[src/common/dmem_pkg.sv]
// data memory subsystem shared definitions
// bus widths, payload types, word indexing and the SC status code

package dmem_pkg;

    localparam int ADDR_W = 32;          // byte address
    localparam int DATA_W = 32;
    localparam int STRB_W = DATA_W / 8;  // one strobe per byte

    typedef logic [ADDR_W-1:0] addr_t;
    typedef logic [DATA_W-1:0] data_t;
    typedef logic [STRB_W-1:0] strb_t;

    // byte offset bits inside a word, dropped to get the word index
    localparam int WORD_LSB = $clog2(STRB_W);

    // status returned to a core by a store-conditional
    localparam data_t SC_OK   = '0;
    localparam data_t SC_FAIL = data_t'(1);

    // word index of a byte address, as used by the RAM and the same-word test
    function automatic addr_t word_of(input addr_t addr);
        return addr >> WORD_LSB;
    endfunction

endpackage

[src/dmem/req_capture.sv]
// per-core request capture
// holds one load or store per core until its response is written, drives stall

`timescale 1ns/1ps

module req_capture
    import dmem_pkg::*;
#(
    parameter int NCORES = 4
) (
    input  logic                clk_i,
    input  logic                rst_n_i,
    input  logic [NCORES-1:0]   re_i,
    input  logic [NCORES-1:0]   we_i,
    input  logic [NCORES-1:0]   is_lr_i,
    input  logic [NCORES-1:0]   is_sc_i,
    input  addr_t [NCORES-1:0]  addr_i,
    input  data_t [NCORES-1:0]  wdata_i,
    input  strb_t [NCORES-1:0]  wstrb_i,
    input  logic [NCORES-1:0]   resp_done_i,
    output logic [NCORES-1:0]   pend_valid_o,
    output addr_t [NCORES-1:0]  pend_addr_o,
    output logic [NCORES-1:0]   pend_we_o,
    output logic [NCORES-1:0]   pend_lr_o,
    output logic [NCORES-1:0]   pend_sc_o,
    output data_t [NCORES-1:0]  pend_wdata_o,
    output strb_t [NCORES-1:0]  pend_wstrb_o,
    output logic [NCORES-1:0]   stall_o
);
    logic [NCORES-1:0] req;

    assign req     = re_i | we_i;         // request pulse per core
    assign stall_o = req | pend_valid_o;  // stall starts in the pulse cycle

    always_ff @(posedge clk_i) begin
        if (!rst_n_i) begin
            pend_valid_o <= '0;
        end else begin
            for (int i = 0; i < NCORES; i++) begin
                if (req[i])
                    pend_valid_o[i] <= 1'b1;
                else if (resp_done_i[i])
                    pend_valid_o[i] <= 1'b0;  // result written, release core
            end
        end
    end

    always_ff @(posedge clk_i) begin
        for (int i = 0; i < NCORES; i++) begin
            if (req[i]) begin
                pend_addr_o[i]  <= addr_i[i];
                pend_we_o[i]    <= we_i[i];
                pend_lr_o[i]    <= is_lr_i[i] & re_i[i];
                pend_sc_o[i]    <= is_sc_i[i] & we_i[i];
                pend_wdata_o[i] <= wdata_i[i];
                pend_wstrb_o[i] <= wstrb_i[i];
            end
        end
    end

    for (genvar g = 0; g < NCORES; g++) begin : gen_chk
        // a core holds off while stalled, so a pulse never lands on a live entry
        assert property (@(posedge clk_i) disable iff (!rst_n_i) req[g] |-> !pend_valid_o[g])
            else $error("core %0d pulsed while its request was pending", g);
    end

endmodule

[config.mk]
export PLATFORM = sky130hd
export DESIGN_NAME = req_capture
export DESIGN_NICKNAME = d
export VERILOG_FILES = /design/src/common/dmem_pkg.sv /design/src/dmem/req_capture.sv
export SDC_FILE = /design/constraint.sdc
export NUM_CORES = 1
export LEC_CHECK = 0
export BUFFER_PORTS_ARGS = -buffer_cell sky130_fd_sc_hd__buf_4
export CORE_AREA = 2 2 225 227
export CTS_CLUSTER_SIZE = 28
export DETAILED_ROUTE_END_ITERATION = 10
export DIE_AREA = 0 0 227 229
export RECOVER_POWER = 50
export SETUP_SLACK_MARGIN = 0.05
export SYNTH_ARGS = -nofsm -noshare
export SYNTH_HDL_FRONTEND = slang
export SYNTH_SLANG_ARGS = --single-unit
[constraint.sdc]
create_clock -name clk_i -period 1.5 [get_ports clk_i]
set_input_delay 0.225 -clock clk_i [delete_from_list [all_inputs] [get_ports clk_i]]
set_output_delay 0.225 -clock clk_i [all_outputs]
set_load 0.01 [all_outputs]
[Yosys cells after proc, flatten, opt, wreduce, memory -nomap -nowiden]
Cells that the tools add are included.
Cells by class
  muxes and demuxes: 8
  bitwise operators: 10
  reduce and logical (&&, ||, !) cells: 4
Operator list (number)
  1-bit AND: 8
  1-bit 2-to-1 mux: 8
  4-bit bitwise OR: 2
  2-bit nonzero test: 4
Storage, ports and cells
  flip-flop bits (word level): 288
  bits of input ports: 294
  output and inout port bits: 292
  logic and storage cells: 50

[Logic depth before layout (Yosys ltp)]
Gate-level depths: netlist of run 1.
  depth after elaboration: 2
  gate-level depth with buffers: 2
  mapped depth without buffers: 2

[Worst setup path after synthesis of run 1]
OpenSTA, ideal clock, no wires.
  path type: input port to flip-flop
  start: input port we_i[0]
  end: register pend_addr_o[0] (netlist bit), enable pin
  library setup time: 0.381 ns
  arrival time: 0.805 ns
  required time: 1.119 ns
  path slack: 0.315 ns
  cell stages on the path: 1
  buffers on the path: 0
  cells stage by stage: or2_4
Between the ends
  word-level cells in the longest chain between the ends: 1
Ends and longest elaborated chain
  start: declaration: line req_capture.sv:14  | input logic [NCORES-1:0] we_i,
  4-bit bitwise OR: line req_capture.sv:32  | assign req = re_i | we_i;
  end signal: indexed assignment: line req_capture.sv:51  | pend_addr_o[i] <= addr_i[i];
  end: declaration: line req_capture.sv:22  | output addr_t [NCORES-1:0] pend_addr_o,
No other way between the ends.
A chain may end at the register's enable or synchronous reset.

[Final worst setup path of run 1]
  start: register pend_valid_o[0]
  end: output port stall_o[0]
Between the ends
  word-level cells in the longest chain between the ends: 1
Ends and longest elaborated chain
  start: declaration: line req_capture.sv:21  | output logic [NCORES-1:0] pend_valid_o,
  start signal: assignment: line req_capture.sv:37  | pend_valid_o <= '0;
  start signal: indexed assignment: line req_capture.sv:41  | pend_valid_o[i] <= 1'b1;
  start signal: indexed assignment: line req_capture.sv:43  | pend_valid_o[i] <= 1'b0;
  4-bit bitwise OR: line req_capture.sv:33  | assign stall_o = req | pend_valid_o;
  end: declaration: line req_capture.sv:28  | output logic [NCORES-1:0] stall_o
No other way between the ends.

==> results.toml, run 1 <==
[run_status]
status = "finished, violations left"
violations = "setup timing"

[route]
ant_nets = 0
vias = 6718
drtIter0Drc = 199
drc = 0
vias_per_cell = 3.488
dr.pass1.iters = 4
wl_per_cell_um = 16.16
wl_mm = 31.13

[sta]
finClkSkew_ns = 0
fmax_mhz = 641.0
drv_slew = 0
finalHoldViolCount = 0
period_needed_ns = 1.560
grt_setup_unrepaired = "yes"
fin_setup_tns_ns = -0.09742
finalCritPeriodShare_pct = 104.0
maxSlewHeadroom_pct = 32.06
setup_ws_ns = -0.05997
finalSetupViolCount = 4
tightest_slew_ns = 1.019

[grt]
grt_max_degree = 73
antenna_found_initial = 0
grt_pass1_wl_mm = 43.65
grt-ovfl-total = 0
grt.total_usage_pct = 11.31
grt_pass1_vias = 7386

[clock_tree]
clkTransAtPathRegs_ns = 0.06
cts_buffer_depth = 3
cts_buffers = 34
worstSkewPairLatency_ns = 0.51
h-tree-depth = 2
cts_tree = "yes"
cts.sinks = 288
cts_root_buf = "clkbuf_16"

[critical_path]
cp.required_ns = 1.27
path_class = "reg2out"
arrival_ns = 1.33
reg2reg_setup_slack_ns = 0.65
crit_path_max_fanout = 2
end_kind = "output port"
critPathLaunchType = "flop"

[layout]
layout.nets = 1525
seqCellArea_sq_um = 8613
diodes = 0
synthToLayoutAreaGrowth_pct = 105.0
multi_input_area_sq_um = 187.7
final_common_cell = "buf_4"
instances_no_fill = 1926
fin_area_sq_um = 18000
drive_gt1_share_pct = 51.04
nFillCells = 4669
final_cell_mix = "buf_4, dlygate4sd3_1, edfxtp_1"

[synth]
ys_ff_latch = 288
syn_avg_cell_area_sq_um = 28.14
syn_inst = 312
yosys_warnings = 0
ys_types = 8
syn-num-nets = 606
netlist_area_sq_um = 8778
synth_seq_area_share_pct = 98.06

[die]
die_y_um = 229
dieArea_sq_um = 51980
coreArea_sq_um = 49660
io_pins = 586
die-width_um = 227
start_util_pct = 17.68
std_cell_rows = 82

[power_and_ir_drop]
comb_power_share_pct = 14.4
swShare_pct = 22.24
p_switching_mw = 4.601
power.density_nw_per_um2 = 1150
clockPowerShare_pct = 37.7
seqPwrFrac_pct = 47.9
p_int_mw = 16.09
p_leak_nw = 7.463
ir_drop_mv = 0.9160

[placement]
place.gp.congestion = 0.7713
pre_cts_ws_ns = -0.03597
placed_area_sq_um = 14070
dp_hpwl_mm = 21.28
dp_cells = 1574
portBuffers = 585

[min_path]
hold_class = "in2reg"

[flow_run]
maxCapViolCount = 0
[area by class of cell]
type	instances	area share, %
Clock buffer	42	5.249
Clock inverter	17	0.6187
Multi-Input combinational cell	24	1.043
Sequential cell	288	47.86
Timing Repair Buffer	883	40.56
Tap cell	672	4.672
[critical path: stages, from the launching register on]
cell	delay, ns
dfxtp_2	0.32
or3_4	0.36
buf_6	0.14
[logic make-up after synthesis]
kind of cell / count (synthesis) / share of synthesized area, %
AND/OR/NAND/NOR: 20 / 1.596
AO/OA/AOI/OAI: 4 / 0.3421
flip-flops: 288 / 98.06
[cells in the mapped netlist]
master | instances | area (sq um)
and2_1 | 4 | 25.02
nor2b_1 | 4 | 25.02
or3_1 | 4 | 25.02
and2_2 | 4 | 30.03
or2_4 | 4 | 35.03
o21a_1 | 4 | 30.03
edfxtp_1 | 284 | 8528
dfxtp_1 | 4 | 80.08
[metrics by stage]
step / total power [mW] / hold slack, ns / utilization, %
final: 20.69 / 0.05601 / 36.25
after global routing: 21.54 / 0.02538 / 36.25
after CTS: 21.10 / 0.0007838 / 36.42
after detailed placement: 12.49 / 0.4042 / 28.34
after global placement: 12.45 / 0.4030 / 28.34
after floorplan: 10.56 / 0.3239 / -
[final timing paths]
| kind | startpoint | end | cells past startpoint |
|---|---|---|---|
| worst max-delay path | pend_valid_o[0] | stall_o[0] | 2 |
| worst max register to register | pend_valid_o[2] | pend_valid_o[2] | 3 |
| worst min-delay path | rst_n_i | pend_valid_o[2] | 2 |
| worst min register to register | pend_valid_o[3] | pend_valid_o[3] | 3 |
[state kept, by name, indices dropped and copies added (netlist names)]
name,flops
pend_addr_o,128
pend_lr_o,4
pend_sc_o,4
pend_valid_o,4
pend_wdata_o,128
pend_we_o,4
pend_wstrb_o,16
[layer usage]
layer / vias up / part of all wire, % / wire, um / global-route usage [%]
li1: 3109 / - / - / -
met1: 3190 / 36 / 11270 / 11.71
met2: 366 / 51 / 15860 / 20.31
met3: 53 / 10 / 3203 / 4.862
met4: 0 / 2.6 / 795 / 3.758
met5: - / 0 / 0 / 0
[repair_timing]
item | CTS | global route
setup buffers | 4 | 0
hold endpoints to repair | 287 | 0
pin swaps | 4 | 0
resized for setup | 11 | 1
hold buffers | 289 | 0
setup endpoints to repair | 4 | 4
[power by group through the flow]
stage | clock [mW] | combinational [mW] | sequential (mW)
floorplan | 0 | 0.138 | 10.4
global placement | 0 | 2.40 | 10.1
detailed placement | 0 | 2.42 | 10.1
CTS | 8.11 | 3.07 | 9.92
global route | 8.40 | 3.16 | 9.98
finish | 7.80 | 2.98 | 9.91
(Power assumes the default switching activity.)
==> run 2: changes to the inputs <==
- ABC_AREA: not set -> 1
==> results.toml, run 2 <==
[power_and_ir_drop]
totalPowerFinal_mw = 19.86
ir_drop_mv = 0.9514
power.density_nw_per_um2 = 1108
p_leak_nw = 7.485

[synth]
synth_most_common_cell = "edfxtp_1"
synth_top_area_share_pct = 97.00
synth_seq_area_share_pct = 97.91
syn_avg_cell_area_sq_um = 26.40
yosys_warnings = 0
ys_ff_latch = 288
ys_types = 6
dominantRegCellSynth = "edfxtp_1"
syn_inst = 333
async_reset_ff_share_pct = 0
synth_edf_count = 284
syn-num-nets = 627
ys_top_cells_by_area = "edfxtp_1, dfxtp_1, inv_1, nand2_1, nor2_2"
netlist_area_sq_um = 8792
yosys-top-cells-count = "edfxtp_1, inv_1, nand2_1"
synth_area_leader_cell = "edfxtp_1"

[placement]
place.gp.congestion = 0.7721
pre_cts_ws_ns = 0.2111
portBuffers = 585
dp_hpwl_mm = 21.68

[critical_path]
max_stage_delay_ns = 0.51
crit_slowest_cell = "edfxtp_1"
path_class = "reg2out"
crit_family = "flip-flops"
arrival_ns = 1.25
cp_num_buf_inv = 1
end_kind = "output port"
critPathLaunchType = "flop"
cp.required_ns = 1.27
crit_path_max_fanout = 1
cp_cell_sequence = "buf_6"

[sta]
finClkSkew_ns = 0
finalHoldViolCount = 0
maxSlewHeadroom_pct = 35.02
drv_slew = 0
grt_setup_unrepaired = "yes"
period_needed_ns = 1.474
fmax_mhz = 678.3
setup_ws_ns = 0.02582
finalCritPeriodShare_pct = 98.28
tightest_slew_ns = 0.9747
finalSetupViolCount = 0

[clock_tree]
cts_buffer_depth = 3
cts_root_buf = "clkbuf_16"
clkTransAtPathRegs_ns = 0.06
cts.sinks = 288
worstSkewPairLatency_ns = 0.56
cts_buffers = 31
post_cts_buffers = 0
cts_tree = "yes"
h-tree-depth = 1

[route]
vias = 6916
vias_per_cell = 3.545
wl_mm = 32.28
drtIter0Drc = 218
drc = 0
ant_nets = 0
dr.pass1.iters = 4
wl_per_cell_um = 16.54

[die]
die_y_um = 229
coreArea_sq_um = 49660
start_util_pct = 17.71
io_pins = 586
dieArea_sq_um = 51980
die-width_um = 227
std_cell_rows = 82

[layout]
nFillCells = 4652
drive_gt1_share_pct = 48.40
diodes = 0
final_common_cell = "buf_4"
final_cell_mix = "buf_4, dlygate4sd3_1, edfxtp_1"
synthToLayoutAreaGrowth_pct = 103.8
layout.nets = 1550
top_regs = "pend_addr_o: 128 flops, pend_wdata_o: 128 flops, pend_wstrb_o: 16 flops"

[grt]
grt-ovfl-total = 0
grt_pass1_vias = 7819
antenna_found_initial = 2
grt.total_usage_pct = 11.68
grt_pass1_wl_mm = 45.58
grt_max_degree = 72

[flow_run]
maxCapViolCount = 0

[min_path]
hold_class = "in2reg"

[run_status]
status = "completed"
[run 2: cell types whose count changed after synthesis]
cell,before,now
a21oi_1,0,4
and2_1,4,0
and2_2,4,0
inv_1,0,21
nand2_1,0,16
nor2_2,0,4
nor2b_1,4,0
o21a_1,4,0
or2_4,4,0
or3_1,4,0
[run 2: worst paths after layout]
kind / endpoint / slack [ns] / start / cells after the start
max: pend_sc_o[2] / 0.03 / pend_sc_o[2] / 1
min: pend_lr_o[3] / 0.04 / re_i[3] / 3
max reg2reg: pend_valid_o[3] / 0.34 / pend_valid_o[3] / 3
min reg2reg: pend_valid_o[0] / 1.02 / pend_valid_o[0] / 3
[run 2: kinds of logic (layout without fill, tap and decap cells)]
| logic type | count (synthesis) | in the layout | synth area share [%] |
|---|---|---|---|
| flip-flops | 288 | 288 | 97.91 |
| AO/OA/AOI/OAI | 4 | 4 | 0.2277 |
| AND/OR/NAND/NOR | 20 | 20 | 0.9677 |
| buffers and inverters | 21 | 967 | 0.8966 |
[run 2: final cells by class]
class                      instances  area, sq um  share of cell area, %
inverter                          21        91.34                 0.5098
timing repair buffer             890         7365                  41.11
sequential                       288         8612                  48.07
multi-input combinational         24        95.09                 0.5308
clock buffer                      43        850.8                  4.749
clock inverter                    13        61.31                 0.3422
tap                              672        840.8                  4.693
[run 2: what timing repair did]
action | in CTS | in global routing
hold endpoints to repair | 288 | 0
resized for setup | 4 | 3
hold buffers | 298 | 0
endpoints found under the setup margin | 4 | 5
[run 2: metrics by stage]
step | hold WS, ns | setup TNS [ns] | instances | util, % | cell area (sq um)
floorplan | 0.3239 | -77.54 | 333 | - | 8827
global placement | 0.4032 | 0 | 1597 | 28.49 | 14150
detailed placement | 0.4043 | 0 | 1597 | 28.49 | 14150
CTS | 0.007450 | -0.03851 | 1951 | 36.37 | 18060
global route | 0.03562 | -0.04195 | 1951 | 36.08 | 17920
finish | 0.04370 | 0 | 1951 | 36.08 | 17920
[run 2: metal layers]
metal / wire [um] / vias to the layer above / GRT usage, % / part of all wire, %
li1: - / 3150 / - / -
met1: 11280 / 3286 / 11.72 / 35
met2: 16760 / 410 / 21.61 / 52
met3: 3141 / 70 / 4.144 / 9.7
met4: 1097 / 0 / 4.882 / 3.4
met5: 0 / - / 0 / 0
[run 2: where the power goes]
group	leakage (nW)	switching, mW	total, mW	internal (mW)
clock	0.441	3.01	6.93	3.91
sequential	2.93	0.265	9.93	9.67
combinational	4.11	1.21	3.00	1.79
total	7.48	4.48	19.9	15.4
