## config.mk

```make
export PLATFORM = sky130hd
export DESIGN_NAME = resp_router
export DESIGN_NICKNAME = d
export VERILOG_FILES = /design/src/common/dmem_pkg.sv /design/src/dmem/resp_router.sv
export SDC_FILE = /design/constraint.sdc
export NUM_CORES = 1
export LEC_CHECK = 0
export ABC_AREA = 1
export BUFFER_PORTS_ARGS = -buffer_cell sky130_fd_sc_hd__buf_2
export CAP_MARGIN = 10
export CORE_UTILIZATION = 30
export CTS_CLUSTER_SIZE = 28
export DETAILED_ROUTE_END_ITERATION = 10
export SLEW_MARGIN = 25
export SYNTH_ARGS = -nofsm -noshare
export SYNTH_HDL_FRONTEND = slang
export SYNTH_SLANG_ARGS = --single-unit
export TNS_END_PERCENT = 50
```

## constraint.sdc

```tcl
create_clock -name clk_i -period 4 [get_ports clk_i]
set_input_delay 0.8 -clock clk_i [delete_from_list [all_inputs] [get_ports clk_i]]
set_output_delay 0.8 -clock clk_i [all_outputs]
set_load 0.01 [all_outputs]
```

## src/common/dmem_pkg.sv

```systemverilog
// data memory subsystem shared definitions
// bus widths, payload types, word indexing and the SC status code

package dmem_pkg;

    localparam int ADDR_W = 32;          // byte address
    localparam int DATA_W = 32;
    localparam int STRB_W = DATA_W / 8;  // one strobe per byte

    typedef logic [ADDR_W-1:0] addr_t;
    typedef logic [DATA_W-1:0] data_t;
    typedef logic [STRB_W-1:0] strb_t;

    // byte offset bits inside a word, dropped to get the word index
    localparam int WORD_LSB = $clog2(STRB_W);

    // status returned to a core by a store-conditional
    localparam data_t SC_OK   = '0;
    localparam data_t SC_FAIL = data_t'(1);

    // word index of a byte address, as used by the RAM and the same-word test
    function automatic addr_t word_of(input addr_t addr);
        return addr >> WORD_LSB;
    endfunction

endpackage

```

## src/dmem/resp_router.sv

```systemverilog
// response router
// aligns issue tags with RAM data and writes each core's result register

`timescale 1ns/1ps

module resp_router
    import dmem_pkg::*;
#(
    parameter int NCORES = 4
) (
    input  logic                      clk_i,
    input  logic                      rst_n_i,
    input  logic                      issue_valid_a_i,
    input  logic                      issue_valid_b_i,
    input  logic [$clog2(NCORES)-1:0] issue_core_a_i,
    input  logic [$clog2(NCORES)-1:0] issue_core_b_i,
    input  logic                      issue_sc_a_i,
    input  logic                      issue_sc_b_i,
    input  logic                      sc_ok_a_i,
    input  logic                      sc_ok_b_i,
    input  data_t                     rdataa_i,
    input  data_t                     rdatab_i,
    output logic [NCORES-1:0]         resp_done_o,
    output data_t [NCORES-1:0]        rdata_o
);
    localparam int CW = $clog2(NCORES);

    logic          d_valid_a, d_valid_b;  // tags delayed to meet RAM read data
    logic [CW-1:0] d_core_a, d_core_b;
    logic          d_sc_a, d_sc_b, d_ok_a, d_ok_b;
    data_t         res_a, res_b;

    // plain stores see zero from the idle RAM port
    assign res_a = d_sc_a ? (d_ok_a ? SC_OK : SC_FAIL) : rdataa_i;
    assign res_b = d_sc_b ? (d_ok_b ? SC_OK : SC_FAIL) : rdatab_i;

    always_ff @(posedge clk_i) begin
        if (!rst_n_i) begin
            d_valid_a   <= 1'b0;
            d_valid_b   <= 1'b0;
            resp_done_o <= '0;
        end else begin
            d_valid_a   <= issue_valid_a_i;
            d_valid_b   <= issue_valid_b_i;
            resp_done_o <= (NCORES'(d_valid_a) << d_core_a) | (NCORES'(d_valid_b) << d_core_b);
        end
    end

    always_ff @(posedge clk_i) begin
        d_core_a <= issue_core_a_i;
        d_core_b <= issue_core_b_i;
        d_sc_a   <= issue_sc_a_i;
        d_sc_b   <= issue_sc_b_i;
        d_ok_a   <= sc_ok_a_i;
        d_ok_b   <= sc_ok_b_i;
        for (int i = 0; i < NCORES; i++) begin
            if (d_valid_a && d_core_a == CW'(i))
                rdata_o[i] <= res_a;
            else if (d_valid_b && d_core_b == CW'(i))
                rdata_o[i] <= res_b;  // held until the core's next response
        end
    end

endmodule

```

---- Yosys cells after proc, flatten, opt, wreduce, memory -nomap -nowiden ----
Cells that the tools add are included.
word-level totals
  output and inout port bits .............. 132
  bits in registers ....................... 142
  input bits .............................. 76
  RAM bits ................................ 0
  memories kept ........................... 0
  memory bits (read-only) ................. 0
  latch bits .............................. 0
  word-level logic and storage cells ...... 48
operators by class
  add/subtract/negate cells ............... 0
  equal/unequal tests ..................... 6
  mux-type cells .......................... 12
  bitwise gates (word level) .............. 1
  div/mod/pow operators ................... 0
  shift-type cells ........................ 2
  reductions and logical operators ........ 14
  multipliers ............................. 0
  $lt $le $gt $ge ......................... 0
operator list
  operator              number
  $mux W32              10
  $eq A2 B2 Y1 const B  4
  $logic_and A1 B1 Y1   8
  $reduce_bool A2 Y1    4
  $shl A1 B2 Y4         2
  $eq A2 B1 Y1 const B  2
  $logic_not A2 Y1      2
  $or A4 B4 Y4          1
  $mux W1               2

---- Logic depth before layout (Yosys ltp) ----
Gate-level depths: netlist of the first run.
  depth after elaboration ................. 4
  mapped depth ............................ 6
  gate-level depth less buffers ........... 5

---- Worst setup path after synthesis of the first run ----
OpenSTA, ideal clock, no wires.
  path type ............................... reg-to-reg
  start ................................... register d_core_a[1]
  end ..................................... register rdata_o[32] (netlist bit), enable pin
  buffers on the path ..................... 1
  stages on the path, launching flop included .. 5
  path slack .............................. 2.182 ns
  library setup time ...................... 0.478 ns
  data arrival time ....................... 1.341 ns
  data required time ...................... 3.522 ns
  cell sequence ........................... dfxtp_1 > inv_1 > nand3_1 > clkbuf_1 > nand2_1
on the way
  word-level cells in the longest chain between the ends .. 3
RTL lines
  element                        RTL line           RTL
  start, declared                resp_router.sv:29  logic [CW-1:0] d_core_a, d_core_b;
  start signal, assigned         resp_router.sv:50  d_core_a <= issue_core_a_i;
  $eq A2 B1 Y1                   resp_router.sv:57  if (d_valid_a && d_core_a == CW'(i))
  $logic_and A1 B1 Y1            resp_router.sv:57
  $reduce_bool A2 Y1 (no line)   -
  end signal, assigned by index  resp_router.sv:58  rdata_o[i] <= res_a;
  end signal, assigned by index  resp_router.sv:60  rdata_o[i] <= res_b;
  end, declared                  resp_router.sv:24  output data_t [NCORES-1:0] rdata_o
Every way passes these cells.
A chain may end at the register's enable or synchronous reset.

---- Worst setup path in the final report of the first run ----
  start ................................... register d_valid_a
  end ..................................... register rdata_o[112] (netlist bit), enable pin
on the way
  word-level cells in the longest chain between the ends .. 2
RTL lines
  element                       RTL line           RTL
  start, declared               resp_router.sv:28  logic d_valid_a, d_valid_b;
  start signal, assigned        resp_router.sv:43  d_valid_a <= issue_valid_a_i;
  $logic_and A1 B1 Y1           resp_router.sv:57
  $reduce_bool A2 Y1 (no line)  -
Every way passes these cells.

==> results of run 1 <==
-- worst paths after layout --
kind,startpoint,to,depth (start not counted),slack (ns)
min,sc_ok_b_i,d_ok_b,1,0.48
max reg2reg,d_valid_a,rdata_o[112],3,1.89
min reg2reg,d_core_b[1],resp_done_o[2],2,0.59
max,d_valid_a,rdata_o[112],3,1.89
-- routing by layer --
| metal | track usage | vias to the layer above |
|---|---|---|
| li1 | - | 2308 |
| met1 | 0.206 | 2084 |
| met2 | 0.255 | 206 |
| met3 | 0.0433 | 16 |
| met4 | 0.0589 | 0 |
| met5 | 0 | - |
-- cells by family after synthesis --
kind of cell           share of synthesized area
AND/OR/NAND/NOR                            0.140
AO/OA/AOI/OAI                              0.107
flip-flops                                 0.690
buffers and inverters                     0.0632
-- report_power, final --
group,switching (W),internal [W]
Sequential,0.0000152,0.00165
Combinational,0.000150,0.0000771
Clock,0.000633,0.000983
-- registers in the layout (all words and copies together), names as in the netlist --
name,cells
d_valid_a,1
d_sc_b,1
d_ok_a,1
rdata_o,128
resp_done_o,4
d_valid_b,1
d_ok_b,1
d_core_b,2
d_sc_a,1
d_core_a,2
-- area by class of cell --
class	instances	area [sq um]	area share
inverters	44	165	0.0212
flip-flops and latches	142	4130	0.529
clock inverters	13	165	0.0212
clock buffers	19	433	0.0555
multi-input cells	349	1510	0.193
repair buffers	212	1070	0.138
well taps	265	332	0.0425
-- cells in the mapped netlist --
cell type,instances,area share
nand2_1,179,0.11
edfxtp_1,128,0.64
o21ai_0,122,0.10
inv_1,44,0.028
nor2_1,35,0.022
buf_2,14,0.012
dfxtp_1,14,0.047
clkbuf_1,8,0.0050
nand3_1,7,0.0059
buf_6,6,0.011
a21oi_1,4,0.0033
buf_4,4,0.0050
clkbuf_2,3,0.0025
o21ai_1,2,0.0017
-- per-stage QoR --
stage | hold slack [ns] | cell area (sq um)
finish | 0.480 | 7800
global route | 0.459 | 7800
CTS | 0.457 | 7800
detailed placement | 0.565 | 7200
global placement | 0.551 | 7200
floorplan | 0.493 | 5980
==> results.cfg, run 1 <==
[placement]
dp_slack_ns = 1.85
placement.io_buffers = 207
dp_hpwl_mm = 10.1
place_inst = 1012
routabilityCongestion = 0.730

[logic_synthesis]
synth_area_per_cell_sq_um = 10.5
synth_cell_types = 14
synth.ff_latch_count = 142
synthCells = 570
synth_area_sq_um = 5980
ys_warn_count = 0
synth_nets = 646
seq_area_frac_synth = 0.690

[clocking]
hold_buffers = 0
postCtsSetupBuffers = 0
cts_max_path_buffers = 2
cts_tree = built
clockRootBuffer = clkbuf_16
clk_pin_slew_ns = 0.06
cts_max_level = 4
cts-resized-gates = 0
numCtsBuffers = 17
insertion_delay_ns = 0.43
cts_sinks = 142

[power]
p_per_area_nw_per_um2 = 450
p_leak_nw = 3.60
power_w = 0.00351
vdd_drop_max_v = 0.000283

[timing]
tightestPinTransition_ns = 1.03
fin_crit_sh = 0.528
final_max_slew_viol_count = 0
setup_ws_ns = 1.89
final.setup.tns_ns = 0
fmax_ghz = 0.473
fin_crit_ns = 2.11
slew_headroom = 0.314
finalSetupViolCount = 0
fin_skew_ns = 0.0117
grt_setup_unrepaired = false
finalHoldViolCount = 0

[critical_path]
cp.required_ns = 3.96
slowest_delay_ns = 0.67
crit_buf_inv = 1
endpoint_kind = flip-flop
critPathSlowestCell = nand2_2
startpoint_type = flip-flop
crit_fanout = 66
critPathKind = flip-flop to flip-flop
arrival_ns = 2.08
path_delay_family = simple AND/OR/NAND/NOR gates
crit_chain = nand3_2 > buf_4 > nand2_2

[drt]
wire_per_inst_um = 15.3
met1Wirelength_mm = 7.37
first_pass_iters = 5
routed_wl_mm = 15.9
wl_met3_mm = 1.07
drtAntennaViolNets = 0
route.detailed.drc = 0
top_layer = met4
post_drt_via_cell_ratio = 4.42
vias = 4614
drt-initial-drc-count = 280
met2WireLength_mm = 7.23

[global_routing]
first_global_vias = 4437
antenna_found_initial = 0
grt_overflow_total = 0
grt_max_degree = 67
track_usage = 0.160
grt_pass1_wl_mm = 23.8

[outcome]
status = complete, no violations

[finish]
drive_gt1_frac = 0.321
layout_commonest_cell = buf_2
final_util = 0.400
num_antenna_cells = 0
final_cell_mix = buf_2 (207), nand2_1 (175), edfxtp_1 (128), o21ai_0 (122), inv_1 (44)
fillers = 1930
final_net_count = 842
fin_cells = 1044
areaGrowthSynthToFinish_pct = 30.5

[die]
die-area_sq_um = 20500
start_util = 0.306
pin_count = 208
die_w_um = 143
die_h_um = 143
core.rowCount = 51
core_sq_um = 19500

[min_path]
hp-class = input pin to flip-flop

[job]
maxCapViolCount = 0
(Power assumes the default switching activity.)
==> inputs of run 2 (changes only) <==
--- a/config.mk
+++ b/config.mk
@@ -5,7 +5,7 @@
 export SDC_FILE = /design/constraint.sdc
 export NUM_CORES = 1
 export LEC_CHECK = 0
-export ABC_AREA = 1
+export ABC_AREA = 0
 export BUFFER_PORTS_ARGS = -buffer_cell sky130_fd_sc_hd__buf_2
 export CAP_MARGIN = 10
 export CORE_UTILIZATION = 30
==> constraint.sdc (replaced) <==
create_clock -name clk_i -period 1.8 [get_ports clk_i]
set_input_delay 0.36 -clock clk_i [delete_from_list [all_inputs] [get_ports clk_i]]
set_output_delay 0.36 -clock clk_i [all_outputs]
set_load 0.01 [all_outputs]
==> run 2 against run 1 <==
Via count shrank 3.6%. Synthesized cell count fell by 11%. Area after synthesis fell by 1.5%. Critical endpoint is now rdata_o[21]. Sequential share of layout area down 1.8 points. Clock power increased by 150%. Critical path depth stayed put. Sequential power is 130% higher. Non-clock buffer count rose by 14. Cell area up 3.5%. Combinational power grew to 3.0 times the previous value.
==> results.cfg, run 2 <==
[timing]
setup_ws_ns = 0.209
fmax_ghz = 0.629
fin_crit_sh = 0.884
finalHoldViolCount = 0
final_max_slew_viol_count = 0
hold_ws_ns = 0.0456
tightestPinTransition_ns = 0.492
fin_crit_ns = 1.59
finalSetupViolCount = 0
fin_skew_ns = 0.00839
slew_headroom = 0.663
grt_setup_unrepaired = false

[logic_synthesis]
synthTopCellsByCount = edfxtp_1 (128), nand2_1 (125), o21ai_0 (98)
ys.flop_type = edfxtp_1
synth_mux_area_frac = 0.0102
synth_cell_types = 15
synth_area_sq_um = 5890
synth.most_common_cell = edfxtp_1
synthCells = 508
ys_warn_count = 0
synth_nets = 584
synth-adder-area-share = 0
synth-compound-area-share = 0.109
ys_top_cells_by_area = edfxtp_1 (65%), o21ai_0 (8.3%), nand2_1 (8.0%)
synth_edf_count = 128
synth_xor_area_frac = 0
synthArstFlopShare = 0
synth-simple-area-share = 0.158
synth_area_per_cell_sq_um = 11.6
synth_top_family_by_area = simple AND/OR/NAND/NOR gates
synth.top_cell.area_share = 0.652
synth_area_leader_cell = edfxtp_1
seq_area_frac_synth = 0.700
synth.ff_latch_count = 142

[clocking]
clockRootBuffer = clkbuf_16
insertion_delay_ns = 0.42
cts_max_path_buffers = 2
postCtsSetupBuffers = 0
cts_max_level = 4
clk_pin_slew_ns = 0.06
cts_sinks = 142
cts_tree = built
numCtsBuffers = 17
cts-resized-gates = 0
hold_buffers = 0

[drt]
drtAntennaViolNets = 0
drt-initial-drc-count = 227
first_pass_iters = 4
wire_per_inst_um = 16.4
route.detailed.drc = 0
vias = 4448
post_drt_via_cell_ratio = 4.47
routed_wl_mm = 16.3

[power]
p_int_w = 0.00661
power_w = 0.00844
p_leak_nw = 3.27
switching_share = 0.217
vdd_drop_max_v = 0.000610
pwr-share-comb = 0.080
seqPwrFrac = 0.448
clkPwrFrac = 0.471
p_per_area_nw_per_um2 = 1040
power.switching_w = 0.00183

[finish]
layout_commonest_cell = buf_2
final_util = 0.426
regMostFlops = rdata_o
fin_cells = 995
num_antenna_cells = 0
final_net_count = 798
largest_reg_flops = 128
reg.largest.list = rdata_o x128, resp_done_o x4
fillers = 1814
areaGrowthSynthToFinish_pct = 37.1
drive_gt1_frac = 0.361
final_cell_mix = buf_2 (207), edfxtp_1 (128), nand2_1 (125), o21ai_0 (95), nand2b_1 (32)

[placement]
routabilityCongestion = 0.779
dp_slack_ns = 0.196
dp_hpwl_mm = 11.4
place_inst = 963
placement.io_buffers = 207

[die]
start_util = 0.311
core_sq_um = 19000
die_h_um = 142
pin_count = 208
die_w_um = 142
die-area_sq_um = 20200
core.rowCount = 50

[global_routing]
grt_max_degree = 40
first_global_vias = 4440
antenna_found_initial = 0
grt_pass1_wl_mm = 24.8
grt_overflow_total = 0
track_usage = 0.167

[critical_path]
startpoint_type = flip-flop
endpoint_kind = flip-flop
rrSetupSlack_ns = 0.21
arrival_ns = 1.71
cp.required_ns = 1.92
critPathKind = flip-flop to flip-flop
crit_fanout = 17

[min_path]
hp-class = input pin to flip-flop

[job]
maxCapViolCount = 0

[outcome]
status = complete, no violations
run 2: changes by cell type in the layout (fill, tap and decap cells not counted), sizes merged, moves of 6 or more:
cell    delta
mux2i      +6
nor2      -35
nand3      -6
and2       +6
nand2     -54
nand2b    +32
buf       +14
nor2b     +31
inv       -42
run 2: critical path: stages (launching register included):
cell     delay [ns]
dfxtp_1        0.37
or3b_2         0.52
o21ai_4        0.18
buf_12         0.22
run 2: cell type report:
cell class	instances	area (sq um)	area share
flip-flops and latches	142	4130	0.511
multi-input cells	332	1680	0.208
repair buffers	226	1270	0.157
clock buffers	17	425	0.0527
well taps	260	325	0.0403
clock inverters	15	243	0.0301
inverters	3	11.3	0.00139
run 2: path summary, 6_finish.rpt:
| check | start | cells past startpoint | endpoint |
|---|---|---|---|
| max reg2reg | d_valid_a | 3 | rdata_o[21] |
| min reg2reg | d_ok_b | 3 | rdata_o[0] |
| max | d_valid_a | 3 | rdata_o[21] |
| min | sc_ok_a_i | 1 | d_ok_a |
run 2: power by group through the flow:
| stage | Sequential, W | Combinational, W | Clock (W) |
|---|---|---|---|
| after global routing | 0.00379 | 0.000761 | 0.00417 |
| after CTS | 0.00379 | 0.000690 | 0.00405 |
| after detailed placement | 0.00385 | 0.000688 | 0 |
| final | 0.00378 | 0.000679 | 0.00398 |
| after floorplan | 0.00390 | 0.000296 | 0 |
| after global placement | 0.00385 | 0.000676 | 0 |
run 2: metal layers:
| metal | track usage | share of wire |
|---|---|---|
| met1 | 0.211 | 0.45 |
| met2 | 0.273 | 0.47 |
| met3 | 0.0491 | 0.064 |
| met4 | 0.0583 | 0.017 |
| met5 | 0 | 0 |
run 2: cells by family (layout without fill, tap and decap cells):
family	after synthesis	after routing
DFF	142	142
AOI/OAI and AO/OA	128	128
muxes	6	6
buffers and inverters	34	261
and+or+nand+nor	198	198
run 2: stage by stage:
| step | TNS, ns | instance area, sq um |
|---|---|---|
| floorplan | -51.80 | 5900 |
| global placement | 0 | 7410 |
| finish | 0 | 8080 |
| global route | 0 | 8080 |
| CTS | 0 | 8080 |
| detailed placement | 0 | 7410 |
