<file path="src/common/dmem_pkg.sv">
// data memory subsystem shared definitions
// bus widths, payload types, word indexing and the SC status code

package dmem_pkg;

    localparam int ADDR_W = 32;          // byte address
    localparam int DATA_W = 32;
    localparam int STRB_W = DATA_W / 8;  // one strobe per byte

    typedef logic [ADDR_W-1:0] addr_t;
    typedef logic [DATA_W-1:0] data_t;
    typedef logic [STRB_W-1:0] strb_t;

    // byte offset bits inside a word, dropped to get the word index
    localparam int WORD_LSB = $clog2(STRB_W);

    // status returned to a core by a store-conditional
    localparam data_t SC_OK   = '0;
    localparam data_t SC_FAIL = data_t'(1);

    // word index of a byte address, as used by the RAM and the same-word test
    function automatic addr_t word_of(input addr_t addr);
        return addr >> WORD_LSB;
    endfunction

endpackage

</file>
<file path="src/dmem/reservation_unit.sv">
// LR/SC reservation stage
// keeps one reservation per core, decides SC success, drives both RAM ports

`timescale 1ns/1ps

module reservation_unit
    import dmem_pkg::*;
#(
    parameter int NCORES = 4,
    parameter int DEPTH  = 1024
) (
    input  logic                      clk_i,
    input  logic                      rst_n_i,
    input  logic                      sel_valid_a_i,
    input  logic                      sel_valid_b_i,
    input  logic [$clog2(NCORES)-1:0] sel_core_a_i,
    input  logic [$clog2(NCORES)-1:0] sel_core_b_i,
    input  addr_t [NCORES-1:0]        pend_addr_i,
    input  logic [NCORES-1:0]         pend_we_i,
    input  logic [NCORES-1:0]         pend_lr_i,
    input  logic [NCORES-1:0]         pend_sc_i,
    input  data_t [NCORES-1:0]        pend_wdata_i,
    input  strb_t [NCORES-1:0]        pend_wstrb_i,
    output logic                      rea_o,
    output logic                      reb_o,
    output logic                      wea_o,
    output logic                      web_o,
    output addr_t                     addra_o,
    output addr_t                     addrb_o,
    output data_t                     wdataa_o,
    output data_t                     wdatab_o,
    output strb_t                     wstrba_o,
    output strb_t                     wstrbb_o,
    output logic                      issue_valid_a_o,
    output logic                      issue_valid_b_o,
    output logic [$clog2(NCORES)-1:0] issue_core_a_o,
    output logic [$clog2(NCORES)-1:0] issue_core_b_o,
    output logic                      issue_sc_a_o,
    output logic                      issue_sc_b_o,
    output logic                      sc_ok_a_o,
    output logic                      sc_ok_b_o
);
    logic [NCORES-1:0] rsv_valid;
    addr_t             rsv_addr [NCORES];
    addr_t             addr_a, addr_b;
    logic              ok_a, ok_b, wr_a, wr_b;

    assign addr_a = pend_addr_i[sel_core_a_i];
    assign addr_b = pend_addr_i[sel_core_b_i];

    // SC passes only on the core's own live reservation of that address
    assign ok_a = rsv_valid[sel_core_a_i] && (rsv_addr[sel_core_a_i] == addr_a);
    assign ok_b = rsv_valid[sel_core_b_i] && (rsv_addr[sel_core_b_i] == addr_b);
    assign wr_a = sel_valid_a_i && pend_we_i[sel_core_a_i] && (!pend_sc_i[sel_core_a_i] || ok_a);
    assign wr_b = sel_valid_b_i && pend_we_i[sel_core_b_i] && (!pend_sc_i[sel_core_b_i] || ok_b);

    always_ff @(posedge clk_i) begin
        if (!rst_n_i) begin
            rsv_valid <= '0;
        end else begin
            for (int j = 0; j < NCORES; j++) begin
                if ((wr_a && rsv_addr[j] == addr_a) || (wr_b && rsv_addr[j] == addr_b))
                    rsv_valid[j] <= 1'b0;  // any write kills reservations on it
            end
            if (sel_valid_a_i && pend_lr_i[sel_core_a_i])
                rsv_valid[sel_core_a_i] <= 1'b1;
            if (sel_valid_b_i && pend_lr_i[sel_core_b_i])
                rsv_valid[sel_core_b_i] <= 1'b1;
        end
    end

    always_ff @(posedge clk_i) begin
        if (sel_valid_a_i && pend_lr_i[sel_core_a_i])
            rsv_addr[sel_core_a_i] <= addr_a;
        if (sel_valid_b_i && pend_lr_i[sel_core_b_i])
            rsv_addr[sel_core_b_i] <= addr_b;
    end

    always_ff @(posedge clk_i) begin
        if (!rst_n_i) begin
            {issue_valid_a_o, issue_valid_b_o} <= '0;
            {rea_o, reb_o, wea_o, web_o}       <= '0;
        end else begin
            issue_valid_a_o <= sel_valid_a_i;
            issue_valid_b_o <= sel_valid_b_i;
            rea_o           <= sel_valid_a_i && !pend_we_i[sel_core_a_i];
            reb_o           <= sel_valid_b_i && !pend_we_i[sel_core_b_i];
            wea_o           <= wr_a;  // failed SC never writes
            web_o           <= wr_b;
        end
    end

    always_ff @(posedge clk_i) begin
        addra_o        <= addr_a;
        addrb_o        <= addr_b;
        wdataa_o       <= pend_wdata_i[sel_core_a_i];
        wdatab_o       <= pend_wdata_i[sel_core_b_i];
        wstrba_o       <= pend_wstrb_i[sel_core_a_i];
        wstrbb_o       <= pend_wstrb_i[sel_core_b_i];
        issue_core_a_o <= sel_core_a_i;
        issue_core_b_o <= sel_core_b_i;
        issue_sc_a_o   <= pend_sc_i[sel_core_a_i];
        issue_sc_b_o   <= pend_sc_i[sel_core_b_i];
        sc_ok_a_o      <= ok_a;
        sc_ok_b_o      <= ok_b;
    end

    assert property (@(posedge clk_i) disable iff (!rst_n_i)
        issue_valid_a_o |-> word_of(addra_o) < DEPTH)
        else $error("lane a word index out of range: %h", addra_o);
    assert property (@(posedge clk_i) disable iff (!rst_n_i)
        issue_valid_b_o |-> word_of(addrb_o) < DEPTH)
        else $error("lane b word index out of range: %h", addrb_o);

endmodule

</file>
<file path="config.mk">
export PLATFORM = sky130hd
export DESIGN_NAME = reservation_unit
export DESIGN_NICKNAME = d
export VERILOG_FILES = /design/src/common/dmem_pkg.sv /design/src/dmem/reservation_unit.sv
export SDC_FILE = /design/constraint.sdc
export NUM_CORES = 1
export LEC_CHECK = 0
export BUFFER_PORTS_ARGS = -buffer_cell sky130_fd_sc_hd__buf_2
export CAP_MARGIN = 20
export CELL_PAD_IN_SITES_DETAIL_PLACEMENT = 0
export CELL_PAD_IN_SITES_GLOBAL_PLACEMENT = 2
export CORE_ASPECT_RATIO = 1.25
export CORE_UTILIZATION = 38
export CTS_CLUSTER_SIZE = 40
export DETAILED_ROUTE_END_ITERATION = 10
export GPL_TIMING_DRIVEN = 0
export PLACE_DENSITY_LB_ADDON = 0.1
export RECOVER_POWER = 100
export SETUP_SLACK_MARGIN = 0.05
export SLEW_MARGIN = 30
export SYNTH_ARGS = -nofsm -noshare
export SYNTH_HDL_FRONTEND = slang
export SYNTH_SLANG_ARGS = --single-unit
export TNS_END_PERCENT = 10
</file>
<file path="constraint.sdc">
create_clock -name clk_i -period 8.74 [get_ports clk_i]
set_clock_uncertainty 0.2 [all_clocks]
set_input_delay 1.311 -clock clk_i [delete_from_list [all_inputs] [get_ports clk_i]]
set_output_delay 1.311 -clock clk_i [all_outputs]
set_load 0.01 [all_outputs]
</file>
After elaboration in Yosys (flattened, before gate mapping)

Memory sizes are Yosys's and may differ from the RTL's.
Cells that the tools add are included.
Widths: inputs -> output; s select.

Eq/ne operators: 10
Order comparisons: 4
Bitwise operators: 2
Multiplexer cells: 47
Reductions and logical operators: 30

Operators with widths:

| cell               | count |
|---|---|
| $eq 32x32->1       | 10 |
| $bmux 32 s2        | 4 |
| $mux 32            | 4 |
| $mux 1             | 22 |
| $logic_and 1x1->1  | 20 |
| $mux 4             | 5 |
| $bmux 1 s2         | 8 |
| $bmux 4 s2         | 2 |
| $or 4x4->4         | 2 |
| $logic_or 1x1->1   | 6 |
| $lt 2x3->1 const B | 2 |
| $demux 1 s2        | 2 |
| $ge 2x1->1 const B | 2 |
| $logic_not 1->1    | 4 |

RAM bits: 128
Input bits: 292
Memories: 1
Output and inout port bits: 150
Logic and storage cells: 113
Register bits after elaboration: 154

Memories:

| memory   | words | bits a word | rd ports | clocked after Yosys merged registers in | wr ports | RTL line               | text |
|---|---|---|---|---|---|---|---|
| rsv_addr | 4     | 32          | 6        | 0                                       | 2        | reservation_unit.sv:44 | `addr_t rsv_addr [NCORES];` |

Logic depth before layout (Yosys ltp)

Depth in word-level cells: 15
Gate-level depth with buffers: 13
Depth with buffers taken out: 11

Worst setup path before layout

OpenSTA, ideal clock, no wires.

Path type: input-to-reg
From: input port sel_core_a_i[1]
To: register rsv_valid[1]
Required time: 8.471 ns
Setup slack: 3.267 ns
Cell stages on the path: 10
Arrival: 5.204 ns
Library setup time: 0.069 ns
Buffers on the path: 5
Path through: buf_2 buf_4 buf_4 buf_4 buf_2 nand2b_1 o21ai_0 nor2_1 nand4_1 o221a_1

Longest elaborated chain between the ends: 15
Elaborated cells between the ends (all ways): 33
Classes of those cells: order compare (2); eq/ne (2); mux (17); bitwise (2); reduce/logical (9); memory (1)

Ends and longest elaborated chain:

| what                          | RTL line               | text |
|---|---|---|
| start, declared               | reservation_unit.sv:16 | `input logic [$clog2(NCORES)-1:0] sel_core_a_i,` |
| $bmux 32 s2                   | reservation_unit.sv:48 | `assign addr_a = pend_addr_i[sel_core_a_i];` |
| $mux 32 (implied by the code) | reservation_unit.sv:48 |  |
| $eq 32x32->1                  | reservation_unit.sv:52 | `assign ok_a = rsv_valid[sel_core_a_i] && (rsv_addr[sel_core_a_i] == addr_a);` |
| $logic_and 1x1->1             | reservation_unit.sv:52 |  |
| $logic_or 1x1->1              | reservation_unit.sv:54 | `assign wr_a = sel_valid_a_i && pend_we_i[sel_core_a_i] && (!pend_sc_i[sel_core_a_i] \|\| ok_a);` |
| $logic_and 1x1->1             | reservation_unit.sv:54 |  |
| $logic_and 1x1->1             | reservation_unit.sv:62 | `if ((wr_a && rsv_addr[j] == addr_a) \|\| (wr_b && rsv_addr[j] == addr_b))` |
| $logic_or 1x1->1              | reservation_unit.sv:62 |  |
| $mux 1                        | reservation_unit.sv:62 |  |
| $mux 1                        | reservation_unit.sv:58 | `if (!rst_n_i) begin` |
| $or 4x4->4 (no source line)   | n/a                    |  |
| $mux 4 (*)                    | reservation_unit.sv:65 | `if (sel_valid_a_i && pend_lr_i[sel_core_a_i])` |
| $mux 4 (*)                    | reservation_unit.sv:58 |  |
| $or 4x4->4 (no source line)   | n/a                    |  |
| $mux 4 (*)                    | reservation_unit.sv:67 | `if (sel_valid_b_i && pend_lr_i[sel_core_b_i])` |
| end signal, assigned          | reservation_unit.sv:59 | `rsv_valid <= '0;` |
| end signal, assigned by index | reservation_unit.sv:66 | `rsv_valid[sel_core_a_i] <= 1'b1;` |
| end signal, assigned by index | reservation_unit.sv:68 | `rsv_valid[sel_core_b_i] <= 1'b1;` |
| end, declared                 | reservation_unit.sv:43 | `logic [NCORES-1:0] rsv_valid;` |

Every way passes the cells marked *; elsewhere a longest branch is shown, timed or not. The select of a mux whose other input is x is not followed.
A chain may end at the register's enable or synchronous reset.

==> flow_metrics.py <==
metrics = {
    "run_status": {
        "status": "finished with violations",
        "violations": "max-capacitance violations, max-slew violations",
    },
    "layout": {
        "drive_gt1_frac": 0.285,
        "multi_input_area_mm2": 0.0102,
        "seq_area_mm2": 0.00693,
        "post-route-util": 0.472,
        "finalNetCount": 2320,
        "final_common_cell": "buf_2",
        "syn2layout_area_growth_pct": 22.0,
        "fillCellCount": 4374,
        "final_cell_mix": "buf_2 (305), nand2_1 (271), clkbuf_1 (258)",
    },
    "route": {
        "antenna_left": 0,
        "vias": 15900,
        "first_pass_iters": 7,
        "viasPerCell": 5.91,
        "drt-initial-drc-count": 1334,
        "drc_errors": 0,
        "wl_per_cell_um": 35.8,
        "wl_mm": 96.1,
    },
    "logic_synthesis": {
        "synthSimpleGateAreaFrac": 0.105,
        "synthCells": 1547,
        "synth_top_family_by_area": "multiplexers",
        "ys_ff_latch": 282,
        "postSynthAreaPerCell_um2": 11.6,
        "ys_warn_count": 0,
        "async_reset_ff_frac": 0,
        "ys_types": 54,
        "synth_area_mm2": 0.0179,
        "yosysSeqAreaShare": 0.386,
        "syn_nets": 1839,
        "synthMuxAreaShare": 0.267,
        "synth-compound-area-share": 0.0477,
        "ys.flop_type": "dfxtp_1",
        "yosys.area_share.adder": 0,
        "synthXorXnorAreaFrac": 0.149,
        "synth-edff-count": 128,
    },
    "floorplan": {
        "start_util": 0.387,
        "rows": 88,
        "core_mm2": 0.0464,
        "die-area_mm2": 0.0481,
        "io-pin-count": 442,
        "die_y_um": 245,
        "dieWidth_um": 196,
    },
    "timing": {
        "fin_crit_ns": 7.13,
        "finalSetupTns_ns": 0,
        "worst_slack_ns": 1.61,
        "worstMarginPinSlew_ns": 1.67,
        "report.final.slew_viol_count": 51,
        "grt_setup_unrepaired": "false",
        "final-hold-violation-count": 0,
        "setup-violations-final": 0,
        "hold_ws_ns": 0.294,
        "fmax_ghz": 0.140,
        "relSlewSlack": -0.115,
        "finalCritPeriodShare": 0.816,
    },
    "global_routing": {
        "antenna_found_initial": 12,
        "grt_start_max_net_pins": 35,
        "grt_use_met2": 0.661,
        "use_met3": 0.0668,
        "grt_pass1_wl_mm": 129,
        "grt_overflow": 0,
        "gr-usage-all-layers": 0.398,
        "busiest_layer": "met2",
        "grt_util_met1": 0.478,
        "grt_pass1_vias": 15800,
    },
    "cts": {
        "htree_levels": 2,
        "cts_resized": 0,
        "cts.hold.buffers_added": 0,
        "cts_setup_buffers": 0,
        "clkSinkCount": 282,
        "clockBufferDepth": 3,
        "clock_latency_ns": 0.56,
        "numCtsBuffers": 34,
        "cts_tree": "yes",
        "cts-root-buf": "clkbuf_16",
        "path_clk_slew_ns": 0.06,
    },
    "power": {
        "power.internal_mw": 2.83,
        "total_power_mw": 4.30,
        "combPwrFrac": 0.272,
        "powerDensity_mw_per_mm2": 196,
        "seqPwrFrac": 0.375,
        "p_leak_nw": 8.30,
        "power.switching_mw": 1.47,
        "peakVddDrop_mv": 0.168,
        "p_clk_frac": 0.353,
        "p_sw_frac": 0.342,
    },
    "setup_path": {
        "crit_arrival_ns": 7.04,
        "reg2reg_depth": 8,
        "crit_path_end_kind": "flip-flop",
        "critPathMostFrequentCell": "clkbuf_1",
        "cp_slowest_cell": "clkbuf_1",
        "max_stage_delay_ns": 1.09,
        "cp_max_fo": 16,
        "setup.worst_path.class": "in -> reg",
        "worst_ep_required_time_ns": 8.65,
        "critPathLaunchType": "input port",
        "cp_cell_sequence": "buf_2 > clkbuf_1 > clkbuf_1 > clkbuf_1 > clkbuf_1 > clkbuf_1 > nor2_1 > nand3_1 > o21ai_0 > clkbuf_1",
    },
    "min_path": {
        "min_path_type": "reg -> reg",
        "whs_path_depth": 2,
    },
    "placement": {
        "place.gp.congestion": 1.04,
        "hpwl_mm": 76.8,
        "place_worst_setup_slack_ns": 2.63,
        "portBuffers": 441,
    },
    "flow_run": {
        "cap_violations": 5,
    },
}
-- path summary, 6_finish.rpt --
kind	slack [ns]	from	end
worst max register to register	4.71	rsv_addr[2][14]	rsv_valid[3]
worst min register to register	0.29	rsv_valid[0]	rsv_valid[0]
worst min-delay path	0.29	rsv_valid[0]	rsv_valid[0]
worst max-delay path	1.61	sel_core_b_i[1]	rsv_addr[0][27]
-- cells in the mapped netlist (all sizes together), types with 2 or more instances --
library cell  count  share of area
nor4             46          0.018
clkinv            5         0.0010
nand2           272          0.057
o22ai             4         0.0014
xnor2           154          0.075
o221a             3         0.0019
mux4            187           0.23
a211oi            2        0.00084
o211ai            2        0.00084
buf              85          0.029
o22a              2        0.00098
nor2             19         0.0040
clkbuf           44         0.0092
mux2i            42          0.023
nand3             8         0.0022
nand2b            4         0.0014
o221ai            2        0.00098
edfxtp          128           0.21
and4              3         0.0015
dfxtp           154           0.17
a21oi             9         0.0025
nor3              7         0.0020
a2111oi           4         0.0020
a221oi            3         0.0015
a31oi             2        0.00070
mux2             14         0.0088
nand4            47          0.016
and3              4         0.0014
o2bb2ai           2        0.00098
o21ai            91          0.026
o41a              2         0.0013
a22oi             6         0.0025
inv              28         0.0059
xor2            152          0.074
-- cells by family (layout without fill, tap and decap cells) --
family,Yosys count,in the layout
AO/OA/AOI/OAI,140,140
other,0,7
buffers and inverters,162,667
AND/OR/NAND/NOR,414,414
multiplexers,243,243
XOR/XNOR,306,306
flip-flops,282,282
-- layout make-up --
class,count,area share
multi-input combinational,1103,0.468
sequential,282,0.316
timing repair buffer,445,0.0943
clock buffer,46,0.0467
tap,630,0.0360
buffer,129,0.0260
clock inverter,14,0.00646
inverter,33,0.00566
antenna,7,0.000800
-- layer usage --
| layer | share of wire | vias up | routed length, um |
|---|---|---|---|
| li1 | - | 6673 | - |
| met1 | 0.37 | 8006 | 35900 |
| met2 | 0.48 | 995 | 46100 |
| met3 | 0.074 | 205 | 7110 |
| met4 | 0.073 | 4 | 6990 |
| met5 | 0.00022 | - | 21 |
-- worst max-delay path, delay by kind of cell --
kind | cells | cell delay [ns]
buffers and inverters | 7 | 4.20
and+or+nand+nor | 2 | 0.76
AOI/OAI and AO/OA | 1 | 0.73
-- state kept, by name, indices dropped and copies added (netlist names), 2 cells and up --
| name | flops |
|---|---|
| addrb_o | 32 |
| addra_o | 32 |
| wdatab_o | 32 |
| issue_core_a_o | 2 |
| rsv_addr | 128 |
| wstrbb_o | 4 |
| issue_core_b_o | 2 |
| wstrba_o | 4 |
| wdataa_o | 32 |
| rsv_valid | 4 |
-- power groups by stage --
stage          clock network [mW]  registers [mW]  logic [mW]
2_1_floorplan                   0            1.63       0.606
6_report                     1.52            1.61        1.17
3_3_place_gp                    0            1.63        1.17
3_5_place_dp                    0            1.63        1.18
4_1_cts                      1.53            1.60        1.18
5_1_grt                      1.58            1.62        1.20
-- through the flow --
| stage | instances | cell area [um^2] |
|---|---|---|
| 4_1_cts | 2682 | 22200 |
| 6_report | 2689 | 21900 |
| 5_1_grt | 2688 | 21900 |
| 3_5_place_dp | 2622 | 21100 |
| 2_1_floorplan | 1547 | 17900 |
| 3_3_place_gp | 2618 | 20900 |
Power figures use the tool's default switching activity.
